## config.mk

```make
export PLATFORM = sky130hd
export DESIGN_NAME = mvuTop
export DESIGN_NICKNAME = d
export VERILOG_FILES = /design/src/rtl/mvuGeomPkg.sv /design/src/rtl/mvuDataPkg.sv /design/src/rtl/mvuLaneIf.sv /design/src/rtl/activationReplay.sv /design/src/rtl/mvuDotCore.sv /design/src/rtl/mvuTop.sv /design/src/rtl/weightFetch.sv
export SDC_FILE = /design/constraint.sdc
export NUM_CORES = 1
export LEC_CHECK = 0
export ABC_AREA = 1
export BUFFER_PORTS_ARGS = -buffer_cell sky130_fd_sc_hd__clkbuf_2
export CAP_MARGIN = 10
export CORE_MARGIN = 5
export CORE_UTILIZATION = 54
export DETAILED_ROUTE_END_ITERATION = 10
export PLACE_DENSITY_LB_ADDON = 0.05
export SLEW_MARGIN = 5
export SYNTH_ARGS = -nofsm -noshare
export SYNTH_HDL_FRONTEND = slang
export SYNTH_SLANG_ARGS = --single-unit
export TNS_END_PERCENT = 5
```

## constraint.sdc

```tcl
create_clock -name clk -period 3.87 [get_ports clk]
set_input_delay 0.774 -clock clk [delete_from_list [all_inputs] [get_ports clk]]
set_output_delay 0.774 -clock clk [all_outputs]
set_load 0.005 [all_outputs]
```

## src/rtl/weights.mem

```
// One weight tile per line, in tile order nf*SF + sf
// Row r, column s of a tile sits in nibble r*SIMD + s, nibble 0 lowest
7F18A2C9
E5308D6B
19F7C4A8
6D2B0E73

```

## src/rtl/mvuGeomPkg.sv

```systemverilog
package mvuGeomPkg;

	// Matrix shape, rows of signed weights times columns of activations
	localparam int MW = 8;	// Matrix columns
	localparam int MH = 4;	// Matrix rows

	// Folding onto the datapath
	localparam int PE = 2;	// Rows per beat
	localparam int SIMD = 4;	// Columns per beat
	localparam int SF = MW / SIMD;	// Synapse folds, beats per row group
	localparam int NF = MH / PE;	// Neuron folds, row groups per vector

	// Output credits the consumer grants at reset
	localparam int OUT_CREDITS = 3;

	// Last lane beat to core vld
	localparam int CORE_LATENCY = 5;

	// Weight tiles, one hex line per tile, tile index nf*SF + sf
	localparam string WEIGHT_FILE = "/design/src/rtl/weights.mem";

endpackage

```

## src/rtl/mvuDataPkg.sv

```systemverilog
package mvuDataPkg;
	import mvuGeomPkg::*;

	// Element widths
	localparam int ACT_W = 4;
	localparam int WEIGHT_W = 4;
	localparam int ACCU_W = 16;
	localparam int PROD_W = ACT_W + WEIGHT_W;	// Signed x unsigned product fits here

	typedef logic [ACT_W-1:0] act_t;	// Unsigned activation
	typedef logic signed [WEIGHT_W-1:0] weight_t;	// Signed weight
	typedef logic signed [ACCU_W-1:0] accu_t;	// Row accumulator

	// Column s sits at bits s*ACT_W, lowest column in the low bits
	typedef logic [SIMD*ACT_W-1:0] actVec_t;
	// Row r, column s sits at bits (r*SIMD + s)*WEIGHT_W
	typedef logic [PE*SIMD*WEIGHT_W-1:0] wTile_t;
	// Row r of the group sits at bits r*ACCU_W
	typedef logic [PE*ACCU_W-1:0] resVec_t;

	typedef logic [$clog2(SF)-1:0] sfIdx_t;
	typedef logic [$clog2(NF)-1:0] nfIdx_t;
	typedef logic [$clog2(OUT_CREDITS+1)-1:0] credit_t;

	// Replay FSM
	typedef enum logic [1:0] {loading, waitCredit, issuing} replayState_t;

endpackage

```

## src/rtl/mvuLaneIf.sv

```systemverilog
`timescale 1ns/1ns

// One beat into the dot-product core
interface mvuLaneIf
	import mvuDataPkg::*;
();
	logic beat;	// Beat carries data
	logic last;	// Final synapse fold of a neuron fold
	logic zero;	// Force this partial product to zero
	wTile_t wTile;	// PE x SIMD weights
	actVec_t act;	// SIMD activations

	// Weight ROM side
	modport weightSide (
		output wTile
	);

	// Activation replay side, also owns the beat flags
	modport actSide (
		output beat, last, zero, act
	);

	// Dot-product core
	modport core (
		input beat, last, zero, wTile, act
	);

endinterface

```

## src/rtl/activationReplay.sv

```systemverilog
`timescale 1ns/1ns

module activationReplay
	import mvuGeomPkg::*, mvuDataPkg::*;
(
	input logic clk,
	input logic rst,
	input logic inValid,
	input actVec_t inData,
	output logic inCredit,
	input logic outValid,	// Result leaves the core
	input logic outCreditReturn,
	output logic issue,
	output nfIdx_t nfIdx,
	output sfIdx_t sfIdx,
	mvuLaneIf.actSide lane
);
	replayState_t state;
	actVec_t actBuf [SF];	// One vector, one word per synapse fold
	sfIdx_t wrPtr;
	logic [$clog2(SF+1)-1:0] stored;	// Words of the pending vector
	credit_t outCredits;	// Results we may still start
	credit_t inFlight;	// Folds started, result not yet out
	logic full;
	logic lastBeat;
	logic vecDone;
	logic wantFold;
	logic startFold;

	assign full = stored == SF;
	assign issue = state == issuing;
	assign lastBeat = issue && sfIdx == sfIdx_t'(SF - 1);
	assign vecDone = lastBeat && nfIdx == nfIdx_t'(NF - 1);

	// A fold may begin from a full buffer, after a stall, or right behind the previous fold
	assign wantFold = (state == loading && full) || state == waitCredit || (lastBeat && !vecDone);
	assign startFold = wantFold && outCredits != '0;

	// Input words land in column order
	always_ff @(posedge clk) begin
		if (inValid) begin
			actBuf[wrPtr] <= inData;
		end
	end

	always_ff @(posedge clk) begin
		if (rst) begin
			wrPtr <= '0;
			stored <= '0;
		end else begin
			if (inValid) begin
				wrPtr <= (wrPtr == sfIdx_t'(SF - 1)) ? '0 : wrPtr + 1'b1;
			end
			// Producer holds no credit while the buffer is full, so no write collides here
			if (state == loading && full) begin
				stored <= '0;
			end else if (inValid) begin
				stored <= stored + 1'b1;
			end
		end
	end

	// Fold sequencing
	always_ff @(posedge clk) begin
		if (rst) begin
			state <= loading;
			nfIdx <= '0;
			sfIdx <= '0;
		end else begin
			case (state)
				loading: begin
					if (full) begin
						state <= startFold ? issuing : waitCredit;
					end
				end
				waitCredit: begin
					if (startFold) begin
						state <= issuing;
					end
				end
				issuing: begin
					if (!lastBeat) begin
						sfIdx <= sfIdx + 1'b1;
					end else begin
						sfIdx <= '0;
						if (vecDone) begin
							nfIdx <= '0;
							state <= loading;	// Wait for the next vector
						end else begin
							nfIdx <= nfIdx + 1'b1;
							state <= startFold ? issuing : waitCredit;
						end
					end
				end
				default: state <= loading;
			endcase
		end
	end

	// Credits, both directions
	always_ff @(posedge clk) begin
		if (rst) begin
			outCredits <= credit_t'(OUT_CREDITS);
			inFlight <= '0;
			inCredit <= 1'b0;
		end else begin
			outCredits <= outCredits + credit_t'(outCreditReturn) - credit_t'(startFold);
			inFlight <= inFlight + credit_t'(startFold) - credit_t'(outValid);
			inCredit <= issue && nfIdx == nfIdx_t'(NF - 1);	// Slot read for the last time
		end
	end

	// Lane beat, aligned with the registered weight read
	always_ff @(posedge clk) begin
		if (rst) begin
			lane.beat <= 1'b0;
			lane.last <= 1'b0;
		end else begin
			lane.beat <= issue;
			lane.last <= lastBeat;
		end
	end

	always_ff @(posedge clk) begin
		lane.act <= actBuf[sfIdx];
	end

	assign lane.zero = !lane.beat;	// Idle cycles add nothing

	// Credits held plus results in the pipe never exceed the grant
	creditBound: assert property (@(posedge clk) disable iff (rst)
		outCredits + inFlight <= OUT_CREDITS);

	// First beat of a fold follows a cycle with a credit in hand
	foldHasCredit: assert property (@(posedge clk) disable iff (rst)
		issue && sfIdx == '0 |-> $past(outCredits) != '0);

	// Every core result belongs to a fold we started
	resultExpected: assert property (@(posedge clk) disable iff (rst)
		outValid |-> inFlight != '0);

endmodule

```

## src/rtl/mvuDotCore.sv

```systemverilog
`timescale 1ns/1ns

module mvuDotCore
	import mvuGeomPkg::*, mvuDataPkg::*;
(
	input logic clk,
	input logic rst,
	mvuLaneIf.core lane,
	output logic vld,	// p holds a finished row group
	output resVec_t p
);
	logic [1:CORE_LATENCY] lastPipe;	// Last flag follows the data
	wTile_t wS1;
	actVec_t aS1;
	logic signed [PROD_W-1:0] prodS2 [PE][SIMD];
	accu_t tree [PE][2*SIMD-1];	// Root at 0, leaves from SIMD-1
	accu_t sumS3 [PE];
	accu_t accS4 [PE];

	always_ff @(posedge clk) begin
		if (rst) begin
			lastPipe <= '0;
		end else begin
			lastPipe <= {lane.last, lastPipe[1:CORE_LATENCY-1]};
		end
	end
	assign vld = lastPipe[CORE_LATENCY];

	// Stage 1, input registers with zero gating
	always_ff @(posedge clk) begin
		if (lane.zero) begin
			wS1 <= '0;
			aS1 <= '0;
		end else begin
			wS1 <= lane.wTile;
			aS1 <= lane.act;
		end
	end

	// Stage 2, signed weight times unsigned activation
	always_ff @(posedge clk) begin
		for (int r = 0; r < PE; r++) begin
			for (int s = 0; s < SIMD; s++) begin
				prodS2[r][s] <= weight_t'(wS1[(r*SIMD + s)*WEIGHT_W +: WEIGHT_W])
					* $signed({1'b0, act_t'(aS1[s*ACT_W +: ACT_W])});	// Zero-extend
			end
		end
	end

	// Adder tree across SIMD, one per row
	always_comb begin
		for (int r = 0; r < PE; r++) begin
			for (int s = 0; s < SIMD; s++) begin
				tree[r][SIMD-1+s] = accu_t'(prodS2[r][s]);	// Sign-extended leaf
			end
			for (int n = SIMD - 2; n >= 0; n--) begin
				tree[r][n] = tree[r][2*n+1] + tree[r][2*n+2];
			end
		end
	end

	// Stage 3, row sums
	always_ff @(posedge clk) begin
		for (int r = 0; r < PE; r++) begin
			sumS3[r] <= tree[r][0];
		end
	end

	// Stage 4, accumulate
	// lastPipe[4] marks the previous beat as a fold end, so this beat starts afresh
	always_ff @(posedge clk) begin
		if (rst) begin
			for (int r = 0; r < PE; r++) begin
				accS4[r] <= '0;
			end
		end else begin
			for (int r = 0; r < PE; r++) begin
				accS4[r] <= (lastPipe[4] ? '0 : accS4[r]) + sumS3[r];
			end
		end
	end

	// Stage 5, result register, lowest row in the low bits
	always_ff @(posedge clk) begin
		for (int r = 0; r < PE; r++) begin
			p[r*ACCU_W +: ACCU_W] <= accS4[r];
		end
	end

	// Result only for a real last beat CORE_LATENCY cycles back
	vldCause: assert property (@(posedge clk) disable iff (rst)
		vld |-> $past(lane.last && lane.beat, CORE_LATENCY));

endmodule

```

## src/rtl/mvuTop.sv

```systemverilog
`timescale 1ns/1ns

module mvuTop
	import mvuDataPkg::*;
(
	input logic clk,
	input logic rst,

	// Input stream, one word per credit
	input logic inValid,
	input actVec_t inData,
	output logic inCredit,

	// Result stream
	output logic outValid,
	output resVec_t outData,
	input logic outCreditReturn
);
	logic issue;	// Beat request to both readers
	nfIdx_t nfIdx;
	sfIdx_t sfIdx;

	mvuLaneIf lane_i ();

	// Buffers vectors and runs the folds
	activationReplay replay_i (
		.clk (clk),
		.rst (rst),
		.inValid (inValid),
		.inData (inData),
		.inCredit (inCredit),
		.outValid (outValid),	// Core result fed back for credit tracking
		.outCreditReturn (outCreditReturn),
		.issue (issue),
		.nfIdx (nfIdx),
		.sfIdx (sfIdx),
		.lane (lane_i.actSide)
	);

	// Weight tile per fold pair
	weightFetch fetch_i (
		.clk (clk),
		.issue (issue),
		.nfIdx (nfIdx),
		.sfIdx (sfIdx),
		.lane (lane_i.weightSide)
	);

	mvuDotCore core_i (
		.clk (clk),
		.rst (rst),
		.lane (lane_i.core),
		.vld (outValid),
		.p (outData)
	);

endmodule

```

## src/rtl/weightFetch.sv

```systemverilog
`timescale 1ns/1ns

module weightFetch
	import mvuGeomPkg::*, mvuDataPkg::*;
(
	input logic clk,
	input logic issue,	// Beat requested this cycle
	input nfIdx_t nfIdx,
	input sfIdx_t sfIdx,
	mvuLaneIf.weightSide lane
);
	wTile_t rom [NF*SF];	// One tile per fold pair
	logic [$clog2(NF*SF)-1:0] addr;

	// Tile order in the file is nf*SF + sf
	initial begin
		$readmemh(WEIGHT_FILE, rom);
	end

	// SF is a power of two, so the fold indices just concatenate
	assign addr = {nfIdx, sfIdx};

	// Registered read, lands with the replayed activations
	always_ff @(posedge clk) begin
		if (issue) begin
			lane.wTile <= rom[addr];	// Hold between beats
		end
	end

	// Replay must only address tiles that exist and were loaded
	romRange: assert property (@(posedge clk)
		issue |-> !$isunknown(rom[addr]));

endmodule

```

# Word level (Yosys, flattened, before mapping)
# Memory sizes are Yosys's and may differ from the RTL's. A register that Yosys moved wholly into a read port is not among the register bits.
# Cells that the tools add are included.
[word_totals]
in_bits = 20
out_inout_bits = 34
memories = 4
ff_bits = 129
mem_bits_ro = 0
ram_bits = 160
wordCells = 80
latch_bits = 0
[mem_list]
columns = ["memory", "depth", "word_bits", "read_ports", "rd_clocked_by_memory_dff", "wr", "line_no", "source"]
rows = [
  ["core_i.prodS2", 2, 32, 2, 0, 2, "mvuDotCore.sv:15", "logic signed [PROD_W-1:0] prodS2 [PE][SIMD];"],
  ["core_i.accS4", 2, 16, 2, 0, 2, "mvuDotCore.sv:18", "accu_t accS4 [PE];"],
  ["core_i.sumS3", 2, 16, 2, 0, 2, "mvuDotCore.sv:17", "accu_t sumS3 [PE];"],
  ["replay_i.actBuf", 2, 16, 1, 1, 1, "activationReplay.sv:19", "actVec_t actBuf [SF];"],
]
[op_classes]
bitwise = 2
eq_ne = 6
shift = 0
n_mul = 8
mux = 18
div_mod_pow = 0
n_lt_le_gt_ge = 0
n_reduce_logical = 14
n_addsub = 14
[ops]
columns = ["operator", "n"]
rows = [
  ["$add 16x16->16", 4],
  ["$mul 4x5->8", 8],
  ["$mux 16", 4],
  ["$add 8x8->9", 4],
  ["$mux 2", 5],
  ["$mux 1", 8],
  ["$logic_and 1x1->1", 6],
  ["$pmux 2 s3", 1],
  ["$eq 2x2->1 const B", 2],
  ["$ne 2x1->1 const B", 2],
  ["$add 1x1->1 const B", 3],
  ["$reduce_and 3->1", 1],
  ["$add 2x1->2", 1],
  ["$add 2x1->2 const B", 1],
  ["$eq 2x1->1 const B", 1],
  ["$logic_not 2->1", 1],
  ["$logic_or 1x1->1", 2],
  ["$ne 2x2->1 const B", 1],
  ["$or 1x1->1", 2],
  ["$reduce_and 2->1", 1],
  ["$reduce_bool 2->1", 1],
  ["$reduce_or 2->1", 1],
  ["$sub 2x1->2", 1],
  ["$logic_not 1->1", 1],
]

# Longest topological paths before layout
[logic_depth]
ltp_word = 11
ltp_mapped = 11
depth_no_buf = 11

# By module
# Synthesis repeated with hierarchy kept, for this count alone.
[hier_totals]
cells_unflattened = 1729
area_unflattened_um2 = 14458.9
[modules_own_cells]
columns = ["module", "seq_area_each_um2", "area_each_um2", "cells_each", "n_inst"]
rows = [
  ["mvuDotCore", 4023.9, 12179.2, 1520, 1],
  ["activationReplay", 1521.5, 2035.7, 176, 1],
  ["weightFetch", 0.0, 244.0, 33, 1],
]

# Worst setup path after synthesis
# Ideal clock, no wire load.
[synth_timing]
kind = "register to register"
startpoint = "register replay_i.stored[0]"
endpoint = "register replay_i.outCredits[0]"
setup_slack_ns = 2.080
synth_period_minus_slack_ns = 1.790
path_buffers = 0
t_arrival_ns = 1.666
setup_ns = 0.123
stages_incl_launch_ff = 11
required_time_ns = 3.747
path_cell_list = "dfxtp_1 -> inv_1 -> ha_1 -> o21ai_0 -> nand2_1 -> nand2_2 -> inv_1 -> ha_1 -> inv_1 -> ha_1 -> or2_2"
[synth_between]
elab_chain_cells = 6
[synth_rtl]
columns = ["item", "line_no", "source"]
rows = [
  ["from (decl)", "activationReplay.sv:21", "logic [$clog2(SF+1)-1:0] stored;"],
  ["from (signal assigned)", "activationReplay.sv:58", "stored <= stored + 1'b1;"],
  ["$eq 2x2->1", "activationReplay.sv:30", "assign full = stored == SF;"],
  ["$logic_and 1x1->1", "activationReplay.sv:36", "assign wantFold = (state == loading && full) || state == waitCredit || (lastBeat && !vecDone);"],
  ["$logic_or 1x1->1 (2 in series)", "activationReplay.sv:36", ""],
  ["$logic_and 1x1->1", "activationReplay.sv:37", "assign startFold = wantFold && outCredits != '0;"],
  ["$sub 2x1->2", "activationReplay.sv:107", "outCredits <= outCredits + credit_t'(outCreditReturn) - credit_t'(startFold);"],
  ["to (signal assigned)", "activationReplay.sv:103", "outCredits <= credit_t'(OUT_CREDITS);"],
  ["to (signal assigned)", "activationReplay.sv:107", ""],
  ["to (decl)", "activationReplay.sv:22", "credit_t outCredits;"],
]
# No other way between the ends.
# A chain may end at the register's enable or synchronous reset.

# Worst setup path in the final report
# Same ends and word-level chain as after synthesis.

==> results by stage <==
Status:
- The flow ran to the end, and the final reports show no timing, DRC or antenna violations.

CTS:
- In this run the number of H-tree levels came out at 3.
- The number of sinks driven by the clock tree is 79.
- The later pin in the worst-skew pair is clocked with a latency of ~0.33 ns.
- The TritonCTS clock tree is built.
- In this run, CTS created clock tree buffers numbering 9.
- The clock-pin slew on the worst setup and hold paths is 0.07 ns.
- The number of gates resized after CTS is 0.
- The maximum number of buffers from clock root to sink is 2.
- The number of setup buffers added after CTS is 0.
- The number of buffers inserted by hold repair at cts is 0.
- The cell chosen for the clock root is clkbuf_8.

Final layout:
- The number of nets in the layout is between 200 and 300.
- The register area is 0.00158 sq mm.
- Summing all multi-input logic gate instances after layout gives 475 sq um.
- The antenna diode count is 0.
- Compared with the post-synthesis result, the final layout area differs by 18.4%.
- The filler cell count is 323.
- In the final layout, the share of cells above drive strength 1 is 0.233.

STA:
- Measured against its own limit, the worst slew margin works out to 0.362.
- The number of slew-limit violations in the final report is 0.
- Setup repair after global routing left no endpoint under its margin.
- The number of setup violations in the final report is 0.
- The clock skew after layout is 0.00522 ns.
- In the finished design, the share of the clock period the worst path needs comes to 0.491.
- Hold is met by 0.346 ns.
- In the final timing run, aggregate negative setup slack is 0 ns.
- The achievable clock frequency is between 500 and 600 MHz.
- The actual slew at the worst max-slew pin is roughly 0.96 ns.
- The final count of hold timing violations came to 0.
- The post-layout minimum cycle time is 1.90 ns.

GRT:
- The wire length of the first global-routing pass is around 5000 um.
- The number of global-route vias before repair is 1200.
- Entering global routing, the biggest net connects 45 pins.
- The number of antenna violations at the first check in global routing is 0.
- Global routing finished with a remaining overflow of 0.
- The overall fraction of global-route tracks in use is 0.125.

Drt:
- The total iterations of the first detailed-routing run is 4.
- The detail route stage leaves a number of antenna-violating nets equal to 0.
- The detailed-route wire length per cell is 9.65 um.
- The number of vias per cell after detailed routing is 4.30.
- Detailed routing inserted a total of approximately 1300 vias.
- After detailed routing, the total wire length is roughly 3000 um.
- The post-route DRC violation count is 0.
- The detailed router finished its first iteration with 86 violations.

Power and ir drop:
- The peak supply drop is approximately 0.35 mV.
- Of the total power, combinational logic draws 0.088.
- The power density normalized to cell area is 613 mW/mm^2.
- The total internal power is 1.21 mW.
- The static leakage is 1.14 nW.
- Of the total power, registers draw 0.547.
- Summed over all nets, the switching power comes to 0.366 mW.
- The switching share of power is 0.232.
- The clock group share of total power is 0.365.

Worst setup path:
- The worst setup path is launched from a flop.
- Traced cell by cell, the critical path runs through inv_1 > ha_1 > o21ai_0 > nand2_1 > nand2_2 > inv_1 > ha_1 > inv_1 > ha_1 > or2_2.
- The endpoint class of the critical path is a flop.
- The slowest stage of the critical path belongs to the cell dfxtp_1.
- The highest net fanout along the worst path is 4.
- The buffering stage count on the worst path with inverters included is 3.
- The required time of the critical path is 4.09 ns.
- The kind of cell with the highest combined delay along the critical path is adder cells.
- The data arrival at the endpoint of the critical path is 2.12 ns.
- For this run, the slowest stage of the critical path takes 0.33 ns.
- The critical path in this run is classified as reg2reg.

Floorplan:
- For this design the top-level I/O count stands at between 50 and 60.
- The area of the die is 0.00538 sq mm.
- The floorplan step set the die width to between 70 and 80 um.
- The placement row count is 23.
- The y dimension of the die is 73.4 um.
- The starting utilization of the core area is 0.550.
- The total area inside the core boundary comes to between 0.003 and 0.004 sq mm.

Logic synthesis:
- The number of nets handed over by synthesis was between 200 and 250.
- The share of the Yosys chip area taken by registers is 0.730.
- The number of distinct library cells after synthesis is 21.
- The flip-flop and latch count after synthesis is roughly 80.
- A synthesized cell averages just over 10 sq um.
- Synthesis handed over a netlist of 213 instances.
- The warning count from the yosys run is 0.
- After synthesis the cells add up to ~0.0022 sq mm.

Placed design:
- At the end of routability-driven placement, the weighted congestion stood at between 0.7 and 0.8.
- After legalization and detailed placement, the total HPWL measured 1780 um.
- The count of buffers added on input and output ports is 37.

Job:
- Across the run, the number of max-cap violations was 0.

Worst hold path:
- The worst hold path belongs to the class reg2reg.
[logic make-up after synthesis]
group	synth area share
AND/OR/NAND/NOR	0.177
flip-flops	0.730
buffers and inverters	0.0508
AO/OA/AOI/OAI	0.0214
adder cells (fa/ha/maj)	0.0173
XOR/XNOR	0.00404
[power by group through the flow]
stage / clock network, mW / registers [mW] / logic, mW
floorplan: 0 / 0.875 / 0.120
global placement: 0 / 0.879 / 0.138
detailed placement: 0 / 0.880 / 0.141
CTS: 0.590 / 0.861 / 0.144
global route: 0.628 / 0.865 / 0.173
finish: 0.574 / 0.861 / 0.139
[cells in the mapped netlist, drive strengths merged]
cell     n  area share
a21oi    6       0.016
buf      7       0.016
clkbuf   1      0.0017
dfxtp   79        0.73
ha       3       0.017
inv     19       0.033
nand2   45       0.079
nand3    2      0.0046
nand4    1      0.0029
nor2    42       0.075
nor3     1      0.0023
o211ai   1      0.0035
o21ai    1      0.0023
or2      4       0.013
xor2     1      0.0040
[through the flow]
stage          cells  power [mW]  instance area (sq um)   util  worst slack [ns]
2_1_floorplan    213       0.995                   2170      -              2.08
3_3_place_gp     292        1.02                   2380  0.603              1.91
3_5_place_dp     292        1.02                   2380  0.603              1.92
4_1_cts          308        1.59                   2570  0.651              1.95
5_1_grt          308        1.67                   2570  0.651              1.77
6_report         308        1.57                   2570  0.651              1.97
[routing by layer]
metal,global-route usage,wire (um)
met2,0.179,1270
met3,0.0479,207
met4,0.103,79
met5,0,0
met1,0.147,1410
[path summary, 6_finish.rpt]
check	slack [ns]	cells after the start	from	to
max	1.97	10	replay_i.stored[0]	replay_i.outCredits[0]
min	0.35	0	core_i.accS4[0][28]	core_i.p[28]
max reg2reg	1.97	10	replay_i.stored[0]	replay_i.outCredits[0]
min reg2reg	0.35	0	core_i.accS4[0][28]	core_i.p[28]
[state kept, by name, indices dropped and copies added, names as in the netlist]
name                 count
core_i.accS4            32
core_i.lastPipe          5
core_i.p                32
replay_i.inCredit        1
replay_i.lane.last       1
replay_i.nfIdx           1
replay_i.outCredits      2
replay_i.sfIdx           1
replay_i.state           2
replay_i.stored          2
[area by class of cell]
class | instances | area share
timing repair buffer | 37 | 0.0722
multi-input combinational | 107 | 0.185
sequential | 79 | 0.616
clock inverter | 4 | 0.0176
inverter | 19 | 0.0278
clock buffer | 12 | 0.0566
tap | 50 | 0.0244
[cell usage in the layout (no fill, tap or decap)]
master	n
dfxtp_1	79
inv_2	2
a21oi_1	5
nand2_1	44
xor2_1	1
o211ai_1	1
o21ai_0	1
a21oi_2	1
clkbuf_2	37
bufinv_16	1
clkbuf_1	2
nor2_1	40
ha_1	3
inv_1	17
or2_2	2
nand4_1	1
nand3_1	2
clkbuf_8	10
nor2_2	2
or2_0	1
nand2_2	1
or2_4	1
clkinv_2	3
nor3_1	1
(Power assumes the default switching activity.)
